[src/hw/line_pkg.sv]
`default_nettype none

package line_pkg;

	// coordinate widths for a 320x240 screen
	localparam int X_W = 9;
	localparam int Y_W = 8;
	localparam int CRD_W = (X_W > Y_W) ? X_W : Y_W;

	localparam int COLOUR_W = 8;
	localparam int FB_ADR_W = 17;
	localparam int WB_DW = 16;

	// gradient and error are fixed point, one whole step is 1 << FRAC_W
	localparam int FRAC_W = 7;
	localparam int GRAD_W = 16;

	typedef enum logic [2:0] {
		REG_START_X = 3'd0,
		REG_START_Y = 3'd1,
		REG_END_X   = 3'd2,
		REG_END_Y   = 3'd3,
		REG_COLOUR  = 3'd4,
		REG_CTRL    = 3'd5
	} reg_addr_e;

	typedef enum logic [1:0] {
		STEP_IDLE,
		STEP_RUN,
		STEP_LAST
	} step_state_e;

endpackage

`default_nettype wire
[src/hw/line_engine_top.sv]
`timescale 1ns/10ps
`default_nettype none

module line_engine_top
#(
	parameter int SCREEN_W = 320,
	parameter int SCREEN_H = 240
)
(
	input wire clk,
	input wire n_rst,
	// host side
	input wire wb_cyc,
	input wire wb_stb,
	input wire wb_we,
	input wire line_pkg::reg_addr_e wb_adr,
	input wire [line_pkg::WB_DW-1:0] wb_dat_w,
	output wire wb_ack,
	output wire [line_pkg::WB_DW-1:0] wb_dat_r,
	// frame buffer side
	output wire fb_cyc,
	output wire fb_stb,
	output wire fb_we,
	output wire [line_pkg::FB_ADR_W-1:0] fb_adr,
	output wire [line_pkg::COLOUR_W-1:0] fb_dat,
	input wire fb_ack
);

	import line_pkg::*;

	wire cmd_go;
	wire line_done;
	wire [X_W-1:0] start_x;
	wire [X_W-1:0] end_x;
	wire [Y_W-1:0] start_y;
	wire [Y_W-1:0] end_y;
	wire [COLOUR_W-1:0] colour;

	wire seg_valid;
	wire seg_ready;
	wire swap_xy;
	wire [CRD_W-1:0] major_start;
	wire [CRD_W-1:0] minor_start;
	wire [CRD_W-1:0] major_end;
	wire major_dir;
	wire minor_dir;
	wire [GRAD_W-1:0] gradient;

	wire pix_valid;
	wire pix_ready;
	wire [X_W-1:0] pix_x;
	wire [Y_W-1:0] pix_y;
	wire pix_last;

	line_cmd_regs u_regs
	(
		.clk(clk),
		.n_rst(n_rst),
		.wb_cyc(wb_cyc),
		.wb_stb(wb_stb),
		.wb_we(wb_we),
		.wb_adr(wb_adr),
		.wb_dat_w(wb_dat_w),
		.line_done(line_done),
		.wb_ack(wb_ack),
		.wb_dat_r(wb_dat_r),
		.cmd_go(cmd_go),
		.start_x(start_x),
		.end_x(end_x),
		.start_y(start_y),
		.end_y(end_y),
		.colour(colour)
	);

	line_setup u_setup
	(
		.clk(clk),
		.n_rst(n_rst),
		.cmd_go(cmd_go),
		.start_x(start_x),
		.start_y(start_y),
		.end_x(end_x),
		.end_y(end_y),
		.seg_ready(seg_ready),
		.seg_valid(seg_valid),
		.swap_xy(swap_xy),
		.major_start(major_start),
		.minor_start(minor_start),
		.major_end(major_end),
		.major_dir(major_dir),
		.minor_dir(minor_dir),
		.gradient(gradient)
	);

	line_stepper u_stepper
	(
		.clk(clk),
		.n_rst(n_rst),
		.seg_valid(seg_valid),
		.swap_xy(swap_xy),
		.major_start(major_start),
		.minor_start(minor_start),
		.major_end(major_end),
		.major_dir(major_dir),
		.minor_dir(minor_dir),
		.gradient(gradient),
		.pix_ready(pix_ready),
		.seg_ready(seg_ready),
		.pix_valid(pix_valid),
		.pix_x(pix_x),
		.pix_y(pix_y),
		.pix_last(pix_last)
	);

	pixel_writer
	#(
		.SCREEN_W(SCREEN_W),
		.SCREEN_H(SCREEN_H)
	)
	u_writer
	(
		.clk(clk),
		.n_rst(n_rst),
		.pix_valid(pix_valid),
		.pix_x(pix_x),
		.pix_y(pix_y),
		.pix_last(pix_last),
		.colour(colour),
		.fb_ack(fb_ack),
		.pix_ready(pix_ready),
		.fb_cyc(fb_cyc),
		.fb_stb(fb_stb),
		.fb_we(fb_we),
		.fb_adr(fb_adr),
		.fb_dat(fb_dat),
		.line_done(line_done)
	);

endmodule

`default_nettype wire

[src/hw/pixel_writer.sv]
`timescale 1ns/10ps
`default_nettype none

module pixel_writer
#(
	parameter int SCREEN_W = 320,
	parameter int SCREEN_H = 240
)
(
	input wire clk,
	input wire n_rst,
	input wire pix_valid,
	input wire [line_pkg::X_W-1:0] pix_x,
	input wire [line_pkg::Y_W-1:0] pix_y,
	input wire pix_last,
	input wire [line_pkg::COLOUR_W-1:0] colour,
	input wire fb_ack,
	output logic pix_ready,
	output logic fb_cyc,
	output logic fb_stb,
	output logic fb_we,
	output logic [line_pkg::FB_ADR_W-1:0] fb_adr,
	output logic [line_pkg::COLOUR_W-1:0] fb_dat,
	output logic line_done
);

	import line_pkg::*;

	// just wide enough for every pixel on screen
	localparam int ADR_BITS = $clog2(SCREEN_W * SCREEN_H);

	logic [ADR_BITS-1:0] pix_adr;
	logic last_q;
	logic take;

	assign pix_ready = !fb_cyc;
	assign take = pix_valid && pix_ready;

	// row major word address
	assign pix_adr = ADR_BITS'(pix_y) * ADR_BITS'(SCREEN_W) + ADR_BITS'(pix_x);

	// write only, strobe follows the cycle
	assign fb_stb = fb_cyc;
	assign fb_we = fb_cyc;

	always_ff @(posedge clk, negedge n_rst)
	begin
		if (!n_rst)
		begin
			fb_cyc <= 1'b0;
			line_done <= 1'b0;
		end
		else
		begin
			line_done <= fb_cyc && fb_ack && last_q;
			if (take)
				fb_cyc <= 1'b1;
			else if (fb_cyc && fb_ack)
				fb_cyc <= 1'b0;
		end
	end

	always_ff @(posedge clk)
	begin
		if (take)
		begin
			fb_adr <= FB_ADR_W'(pix_adr);
			fb_dat <= colour;
			last_q <= pix_last;
		end
	end

endmodule

`default_nettype wire

[src/hw/line_stepper.sv]
`timescale 1ns/10ps
`default_nettype none

module line_stepper
(
	input wire clk,
	input wire n_rst,
	input wire seg_valid,
	input wire swap_xy,
	input wire [line_pkg::CRD_W-1:0] major_start,
	input wire [line_pkg::CRD_W-1:0] minor_start,
	input wire [line_pkg::CRD_W-1:0] major_end,
	input wire major_dir,
	input wire minor_dir,
	input wire [line_pkg::GRAD_W-1:0] gradient,
	input wire pix_ready,
	output logic seg_ready,
	output logic pix_valid,
	output logic [line_pkg::X_W-1:0] pix_x,
	output logic [line_pkg::Y_W-1:0] pix_y,
	output logic pix_last
);

	import line_pkg::*;

	localparam logic [GRAD_W-1:0] ONE_STEP = GRAD_W'(1) << FRAC_W;

	step_state_e state;
	logic [CRD_W-1:0] major;
	logic [CRD_W-1:0] minor;
	logic [CRD_W-1:0] major_nxt;
	logic [GRAD_W-1:0] err;
	logic load;
	logic step;

	assign seg_ready = (state == STEP_IDLE);
	assign load = seg_ready && seg_valid;

	// a pixel is on offer in every state but idle
	assign pix_valid = (state != STEP_IDLE);
	assign pix_last = (state == STEP_LAST);
	assign step = pix_valid && pix_ready;

	assign major_nxt = major_dir ? major + CRD_W'(1) : major - CRD_W'(1);

	// back from major/minor to screen axes
	assign pix_x = swap_xy ? minor[X_W-1:0] : major[X_W-1:0];
	assign pix_y = swap_xy ? major[Y_W-1:0] : minor[Y_W-1:0];

	always_ff @(posedge clk, negedge n_rst)
	begin
		if (!n_rst)
			state <= STEP_IDLE;
		else
		begin
			case (state)
				STEP_IDLE:
				begin
					// a single point line is last from the start
					if (seg_valid)
						state <= (major_start == major_end) ? STEP_LAST : STEP_RUN;
				end
				STEP_RUN:
				begin
					if (step && (major_nxt == major_end))
						state <= STEP_LAST;
				end
				STEP_LAST:
				begin
					if (step)
						state <= STEP_IDLE;
				end
				default:
					state <= STEP_IDLE;
			endcase
		end
	end

	// position and error only move on an accepted pixel
	always_ff @(posedge clk)
	begin
		if (load)
		begin
			major <= major_start;
			minor <= minor_start;
			err <= gradient;
		end
		else if (step && (state == STEP_RUN))
		begin
			major <= major_nxt;
			if (err >= ONE_STEP)
			begin
				minor <= minor_dir ? minor + CRD_W'(1) : minor - CRD_W'(1);
				err <= err - ONE_STEP + gradient;
			end
			else
				err <= err + gradient;
		end
	end

endmodule

`default_nettype wire

[src/hw/line_setup.sv]
`timescale 1ns/10ps
`default_nettype none

module line_setup
(
	input wire clk,
	input wire n_rst,
	input wire cmd_go,
	input wire [line_pkg::X_W-1:0] start_x,
	input wire [line_pkg::Y_W-1:0] start_y,
	input wire [line_pkg::X_W-1:0] end_x,
	input wire [line_pkg::Y_W-1:0] end_y,
	input wire seg_ready,
	output logic seg_valid,
	output logic swap_xy,
	output logic [line_pkg::CRD_W-1:0] major_start,
	output logic [line_pkg::CRD_W-1:0] minor_start,
	output logic [line_pkg::CRD_W-1:0] major_end,
	output logic major_dir,
	output logic minor_dir,
	output logic [line_pkg::GRAD_W-1:0] gradient
);

	import line_pkg::*;

	logic dx_neg;
	logic dy_neg;
	logic swap;
	logic [CRD_W-1:0] span_x;
	logic [CRD_W-1:0] span_y;
	logic [CRD_W-1:0] span_major;
	logic [CRD_W-1:0] span_minor;
	logic [GRAD_W-1:0] grad_next;

	assign dx_neg = end_x < start_x;
	assign dy_neg = end_y < start_y;

	// spans count both end points
	assign span_x = dx_neg ? CRD_W'(start_x - end_x) + CRD_W'(1)
		: CRD_W'(end_x - start_x) + CRD_W'(1);
	assign span_y = dy_neg ? CRD_W'(start_y - end_y) + CRD_W'(1)
		: CRD_W'(end_y - start_y) + CRD_W'(1);

	// steep lines walk along y
	assign swap = span_y > span_x;
	assign span_major = swap ? span_y : span_x;
	assign span_minor = swap ? span_x : span_y;

	// minor/major with FRAC_W fraction bits, never above one step
	assign grad_next = (GRAD_W'(span_minor) << FRAC_W) / GRAD_W'(span_major);

	always_ff @(posedge clk, negedge n_rst)
	begin
		if (!n_rst)
			seg_valid <= 1'b0;
		else if (cmd_go)
			seg_valid <= 1'b1;
		else if (seg_ready)
			seg_valid <= 1'b0;
	end

	// results stay put until the next command, the stepper reads them all line long
	always_ff @(posedge clk)
	begin
		if (cmd_go)
		begin
			swap_xy <= swap;
			major_start <= swap ? CRD_W'(start_y) : CRD_W'(start_x);
			minor_start <= swap ? CRD_W'(start_x) : CRD_W'(start_y);
			major_end <= swap ? CRD_W'(end_y) : CRD_W'(end_x);
			major_dir <= swap ? !dy_neg : !dx_neg;
			minor_dir <= swap ? !dx_neg : !dy_neg;
			gradient <= grad_next;
		end
	end

endmodule

`default_nettype wire

[src/hw/line_cmd_regs.sv]
`timescale 1ns/10ps
`default_nettype none

module line_cmd_regs
(
	input wire clk,
	input wire n_rst,
	input wire wb_cyc,
	input wire wb_stb,
	input wire wb_we,
	input wire line_pkg::reg_addr_e wb_adr,
	input wire [line_pkg::WB_DW-1:0] wb_dat_w,
	input wire line_done,
	output logic wb_ack,
	output logic [line_pkg::WB_DW-1:0] wb_dat_r,
	output logic cmd_go,
	output logic [line_pkg::X_W-1:0] start_x,
	output logic [line_pkg::X_W-1:0] end_x,
	output logic [line_pkg::Y_W-1:0] start_y,
	output logic [line_pkg::Y_W-1:0] end_y,
	output logic [line_pkg::COLOUR_W-1:0] colour
);

	import line_pkg::*;

	logic busy;
	logic access;
	logic start_req;
	logic go;
	logic [WB_DW-1:0] rd_data;

	// one ack per cycle, so the second edge of a held strobe is not a new access
	assign access = wb_cyc && wb_stb && !wb_ack;
	assign start_req = access && wb_we && (wb_adr == REG_CTRL) && wb_dat_w[0];
	assign go = start_req && !busy;

	always_comb
	begin
		case (wb_adr)
			REG_START_X: rd_data = WB_DW'(start_x);
			REG_START_Y: rd_data = WB_DW'(start_y);
			REG_END_X: rd_data = WB_DW'(end_x);
			REG_END_Y: rd_data = WB_DW'(end_y);
			REG_COLOUR: rd_data = WB_DW'(colour);
			REG_CTRL: rd_data = WB_DW'(busy);
			default: rd_data = '0;
		endcase
	end

	always_ff @(posedge clk, negedge n_rst)
	begin
		if (!n_rst)
		begin
			wb_ack <= 1'b0;
			cmd_go <= 1'b0;
			busy <= 1'b0;
		end
		else
		begin
			wb_ack <= access;
			cmd_go <= go;
			if (line_done)
				busy <= 1'b0;
			else if (go)
				busy <= 1'b1;
		end
	end

	// line parameters stay frozen while a line is being drawn
	always_ff @(posedge clk)
	begin
		if (access && wb_we && !busy)
		begin
			case (wb_adr)
				REG_START_X: start_x <= wb_dat_w[X_W-1:0];
				REG_START_Y: start_y <= wb_dat_w[Y_W-1:0];
				REG_END_X: end_x <= wb_dat_w[X_W-1:0];
				REG_END_Y: end_y <= wb_dat_w[Y_W-1:0];
				REG_COLOUR: colour <= wb_dat_w[COLOUR_W-1:0];
				default: ;
			endcase
		end
		if (access && !wb_we)
			wb_dat_r <= rd_data;
	end

endmodule

`default_nettype wire

[config.mk]
export PLATFORM = sky130hd
export DESIGN_NAME = line_engine_top
export DESIGN_NICKNAME = d
export VERILOG_FILES = /design/src/hw/line_pkg.sv /design/src/hw/line_engine_top.sv /design/src/hw/pixel_writer.sv /design/src/hw/line_stepper.sv /design/src/hw/line_setup.sv /design/src/hw/line_cmd_regs.sv
export SDC_FILE = /design/constraint.sdc
export NUM_CORES = 1
export LEC_CHECK = 0
export BUFFER_PORTS_ARGS = -buffer_cell sky130_fd_sc_hd__clkbuf_2
export CORE_ASPECT_RATIO = 1.5
export CORE_UTILIZATION = 45
export CTS_CLUSTER_DIAMETER = 200
export DETAILED_ROUTE_END_ITERATION = 8
export MAX_ROUTING_LAYER = met4
export SYNTH_ARGS = -nofsm -noshare
export SYNTH_HDL_FRONTEND = slang
export SYNTH_SLANG_ARGS = --single-unit
[constraint.sdc]
create_clock -name clk -period 59.1 [get_ports clk]
set_input_delay 2.955 -clock clk [delete_from_list [all_inputs] [get_ports clk]]
set_output_delay 2.955 -clock clk [all_outputs]
set_load 0.1 [all_outputs]
==> impl_metrics.prom <==
# TYPE chip_impl_metric gauge
chip_impl_metric{name="number_of_levels_in_the_clock_h_tree",unit=""} 4
chip_impl_metric{name="multiInputGateArea",unit="um2"} 12500
chip_impl_metric{name="largest_fanout_on_the_critical_path",unit=""} 81
chip_impl_metric{name="post-route-period-util",unit=""} 0.708
chip_impl_metric{name="drt_first_iter_violations",unit=""} 747
chip_impl_metric{name="clk_pin_slew_worst_paths",unit="ns"} 0.07
chip_impl_info{name="main_combinational_cell_family_by_area_after_synthesis",value="compound AO/OA/AOI/OAI gates"} 1
chip_impl_metric{name="ys_warns",unit=""} 0
chip_impl_metric{name="required",unit="ns"} 59.29
chip_impl_info{name="grt_setup_unrepaired",value="no"} 1
chip_impl_info{name="failing_checks",value="DRC"} 1
chip_impl_metric{name="synth-simple-area-share",unit=""} 0.157
chip_impl_metric{name="chipWidth",unit="um"} 166
chip_impl_metric{name="grt_usage",unit=""} 0.246
chip_impl_metric{name="mappedNetlistArea",unit="um2"} 18300
chip_impl_info{name="criticalPathCategory",value="reg -> reg"} 1
chip_impl_metric{name="synth-adder-area-share",unit=""} 0.187
chip_impl_metric{name="finalCoreUtilization",unit=""} 0.490
chip_impl_info{name="synth_ff_type",value="edfxtp_1"} 1
chip_impl_metric{name="number_of_failing_hold_endpoints_at_the_final_stage",unit=""} 0
chip_impl_metric{name="drcViolationCount",unit=""} 8
chip_impl_metric{name="drtAntennaViolNets",unit=""} 0
chip_impl_metric{name="firstDrtPassIters",unit=""} 9
chip_impl_metric{name="cap_violations",unit=""} 0
chip_impl_info{name="hold_path_class",value="reg -> reg"} 1
chip_impl_metric{name="synth_xor_area_frac",unit=""} 0.0677
chip_impl_metric{name="grt_max_degree",unit=""} 82
chip_impl_metric{name="min_period",unit="ns"} 41.81
chip_impl_metric{name="clk_path_buf_depth",unit=""} 2
chip_impl_metric{name="slowest_delay",unit="ns"} 0.82
chip_impl_metric{name="routabilityCongestion",unit=""} 0.950
chip_impl_metric{name="synth.lib_cells_used.distinct",unit=""} 110
chip_impl_metric{name="groute.layer.met2.usage",unit=""} 0.469
chip_impl_metric{name="timing.final.max_slew_violations",unit=""} 0
chip_impl_info{name="setup.worst_path.start_class",value="register"} 1
chip_impl_info{name="critical_path.slowest_cell",value="nor2_1"} 1
chip_impl_metric{name="seqCellArea",unit="um2"} 4920
chip_impl_info{name="cts-root-buf",value="clkbuf_16"} 1
chip_impl_metric{name="wire_length_of_the_first_global_routing_pass",unit="um"} 78500
chip_impl_metric{name="max_freq",unit="MHz"} 23.9
chip_impl_metric{name="die_height",unit="um"} 249
chip_impl_metric{name="area_growth",unit="%"} 7.65
chip_impl_metric{name="worst_clock_skew",unit="ns"} 0.0154
chip_impl_metric{name="cts-buffers-inserted",unit=""} 17
chip_impl_metric{name="synth_async_sr_flop_share",unit=""} 0.0485
chip_impl_metric{name="instances_no_fill",unit=""} 2604
chip_impl_metric{name="globalRouteMet3Util",unit=""} 0.0205
chip_impl_metric{name="antenna-diode-count",unit=""} 0
chip_impl_metric{name="grt_antenna_before_repair",unit=""} 0
chip_impl_metric{name="number_of_global_route_vias_before_repair",unit=""} 15600
chip_impl_metric{name="clock_sinks",unit=""} 165
chip_impl_metric{name="detail_route.vias_per_cell",unit=""} 5.90
chip_impl_metric{name="cts_hold_repair.buffers",unit=""} 0
chip_impl_info{name="mostFrequentLayoutCell",value="ha_1"} 1
chip_impl_info{name="final_cell_mix",value="239 x ha_1, 170 x nor2_1, 164 x inv_1"} 1
chip_impl_metric{name="fillers",unit=""} 3840
chip_impl_metric{name="synthMuxAreaShare",unit=""} 0.0535
chip_impl_metric{name="max_slew_margin",unit=""} 0.280
chip_impl_metric{name="synth_cells",unit=""} 2045
chip_impl_info{name="outcome",value="complete, but fails checks"} 1
chip_impl_info{name="top_usage_layer",value="met2"} 1
chip_impl_metric{name="post-place-cells",unit=""} 2573
chip_impl_metric{name="count_of_vias_placed_by_the_detailed_router",unit=""} 15400
chip_impl_metric{name="cts-resized-gates",unit=""} 0
chip_impl_metric{name="groute.layer.met1.usage",unit=""} 0.242
chip_impl_metric{name="core_region_area",unit="um2"} 40100
chip_impl_metric{name="tightestPinTransition",unit="ns"} 1.08
chip_impl_metric{name="critical_path_arrival",unit="ns"} 42.00
chip_impl_metric{name="place.detailed.hpwl",unit="um"} 39300
chip_impl_metric{name="floorplan.initialDensity",unit=""} 0.455
chip_impl_metric{name="synth_compound_gate_area_share",unit=""} 0.215
chip_impl_metric{name="synth_enable_flop_cells",unit=""} 157
chip_impl_metric{name="total_wirelength",unit="um"} 48800
chip_impl_metric{name="synth.yosys.seq_area_share",unit=""} 0.269
chip_impl_metric{name="ioPinCount",unit=""} 70
chip_impl_metric{name="floorplan.rows",unit=""} 90
chip_impl_metric{name="finalNetCount",unit=""} 2371
chip_impl_info{name="cts_tree",value="yes"} 1
chip_impl_metric{name="design.die.area",unit="um2"} 41400
chip_impl_metric{name="layout-drive-gt1-share",unit=""} 0.103
chip_impl_metric{name="finalSetupTns",unit="ns"} 0
chip_impl_metric{name="finalSetupViolations",unit=""} 0
chip_impl_metric{name="worstSkewPairLatency",unit="ns"} 0.45
chip_impl_metric{name="cts.repair_timing.setup_buffer_count",unit=""} 0
chip_impl_metric{name="avgSynthCellArea",unit="um2"} 8.93
chip_impl_metric{name="wl_per_cell",unit="um"} 18.7
chip_impl_info{name="setup.worst_path.end_class",value="register"} 1
chip_impl_metric{name="synth-seq-cells",unit=""} 165
chip_impl_metric{name="overflow_after_grt",unit=""} 0
chip_impl_metric{name="portBuffers",unit=""} 55
## synthesized netlist by cell type, drive strengths merged (23+ instances only)
cell type | n | share of area
a21o | 46 | 0.019
o21ai | 132 | 0.037
o21a | 27 | 0.011
nand2b | 26 | 0.0093
xor2 | 49 | 0.024
a31oi | 26 | 0.0097
nor2 | 171 | 0.035
buf | 27 | 0.0086
mux2i | 36 | 0.021
o21bai | 23 | 0.0095
edfxtp | 157 | 0.26
nor2b | 25 | 0.0087
mux2 | 48 | 0.032
nor3 | 43 | 0.012
xnor2 | 92 | 0.044
a21oi | 156 | 0.043
clkbuf | 31 | 0.0064
ha | 239 | 0.16
nand3 | 27 | 0.0080
inv | 170 | 0.035
nand2 | 164 | 0.034
## final cells by class
class,count,area share
timing repair buffer,74,0.0213
clock inverter,14,0.00771
tap,506,0.0322
multi-input combinational,1658,0.634
clock buffer,17,0.0217
inverter,170,0.0329
sequential,165,0.250
## per-stage QoR
stage | hold WS (ns) | worst slack (ns) | instance area [um2]
after CTS | 0.457 | 17.62 | 19600
final | 0.455 | 17.29 | 19600
after global placement | 0.436 | 18.40 | 19100
after floorplan | 0.426 | 24.50 | 18300
after global routing | 0.473 | 14.28 | 19600
after detailed placement | 0.439 | 17.70 | 19100
## cell families after synthesis
logic type	count (synthesis)
AND/OR/NAND/NOR	579
flip-flops	165
adder cells (fa/ha/maj)	260
XOR/XNOR	141
other	1
multiplexers	85
AO/OA/AOI/OAI	586
buffers and inverters	228
## sequential cells by signal, indices dropped and copies added (netlist names), 2 cells and up
name	flops
u_regs.end_x	9
u_writer.fb_dat	8
u_setup.major_end	9
u_writer.fb_adr	17
u_regs.wb_dat_r	9
u_setup.major_start	9
u_regs.end_y	8
u_stepper.err	16
u_stepper.minor	9
u_regs.start_x	9
u_regs.start_y	8
u_stepper.state	2
u_stepper.major	9
u_setup.gradient	16
u_regs.colour	8
u_setup.minor_start	9
## worst max-delay path, delay by kind of cell (launching register included)
family / cells / cell delay (ns)
AO/OA/AOI/OAI: 92 / 20.15
adder cells (fa/ha/maj): 20 / 6.02
buffers and inverters: 12 / 2.52
flip-flops: 1 / 0.40
multiplexers: 5 / 1.68
AND/OR/NAND/NOR: 45 / 10.76
## worst paths after layout
check / start / endpoint / slack [ns] / cells past startpoint
min in group asynchronous: n_rst / u_regs.busy / 2.35 / 1
min: u_regs.colour[0] / u_writer.fb_dat[0] / 0.46 / 0
min reg2reg: u_regs.colour[0] / u_writer.fb_dat[0] / 0.46 / 0
max: u_regs.start_x[5] / u_setup.gradient[0] / 17.29 / 174
max reg2reg: u_regs.start_x[5] / u_setup.gradient[0] / 17.29 / 174
max in group asynchronous: n_rst / u_regs.cmd_go / 56.56 / 1
## routing by layer
metal  vias up  share of wire
met5         -              0
met4         0          0.052
met3       135          0.025
met2       353           0.54
met1      7312           0.38
li1       7572              -
Power is not shown: default switching activity piles up to over one toggle a cycle in this logic, so the estimate is an artifact.
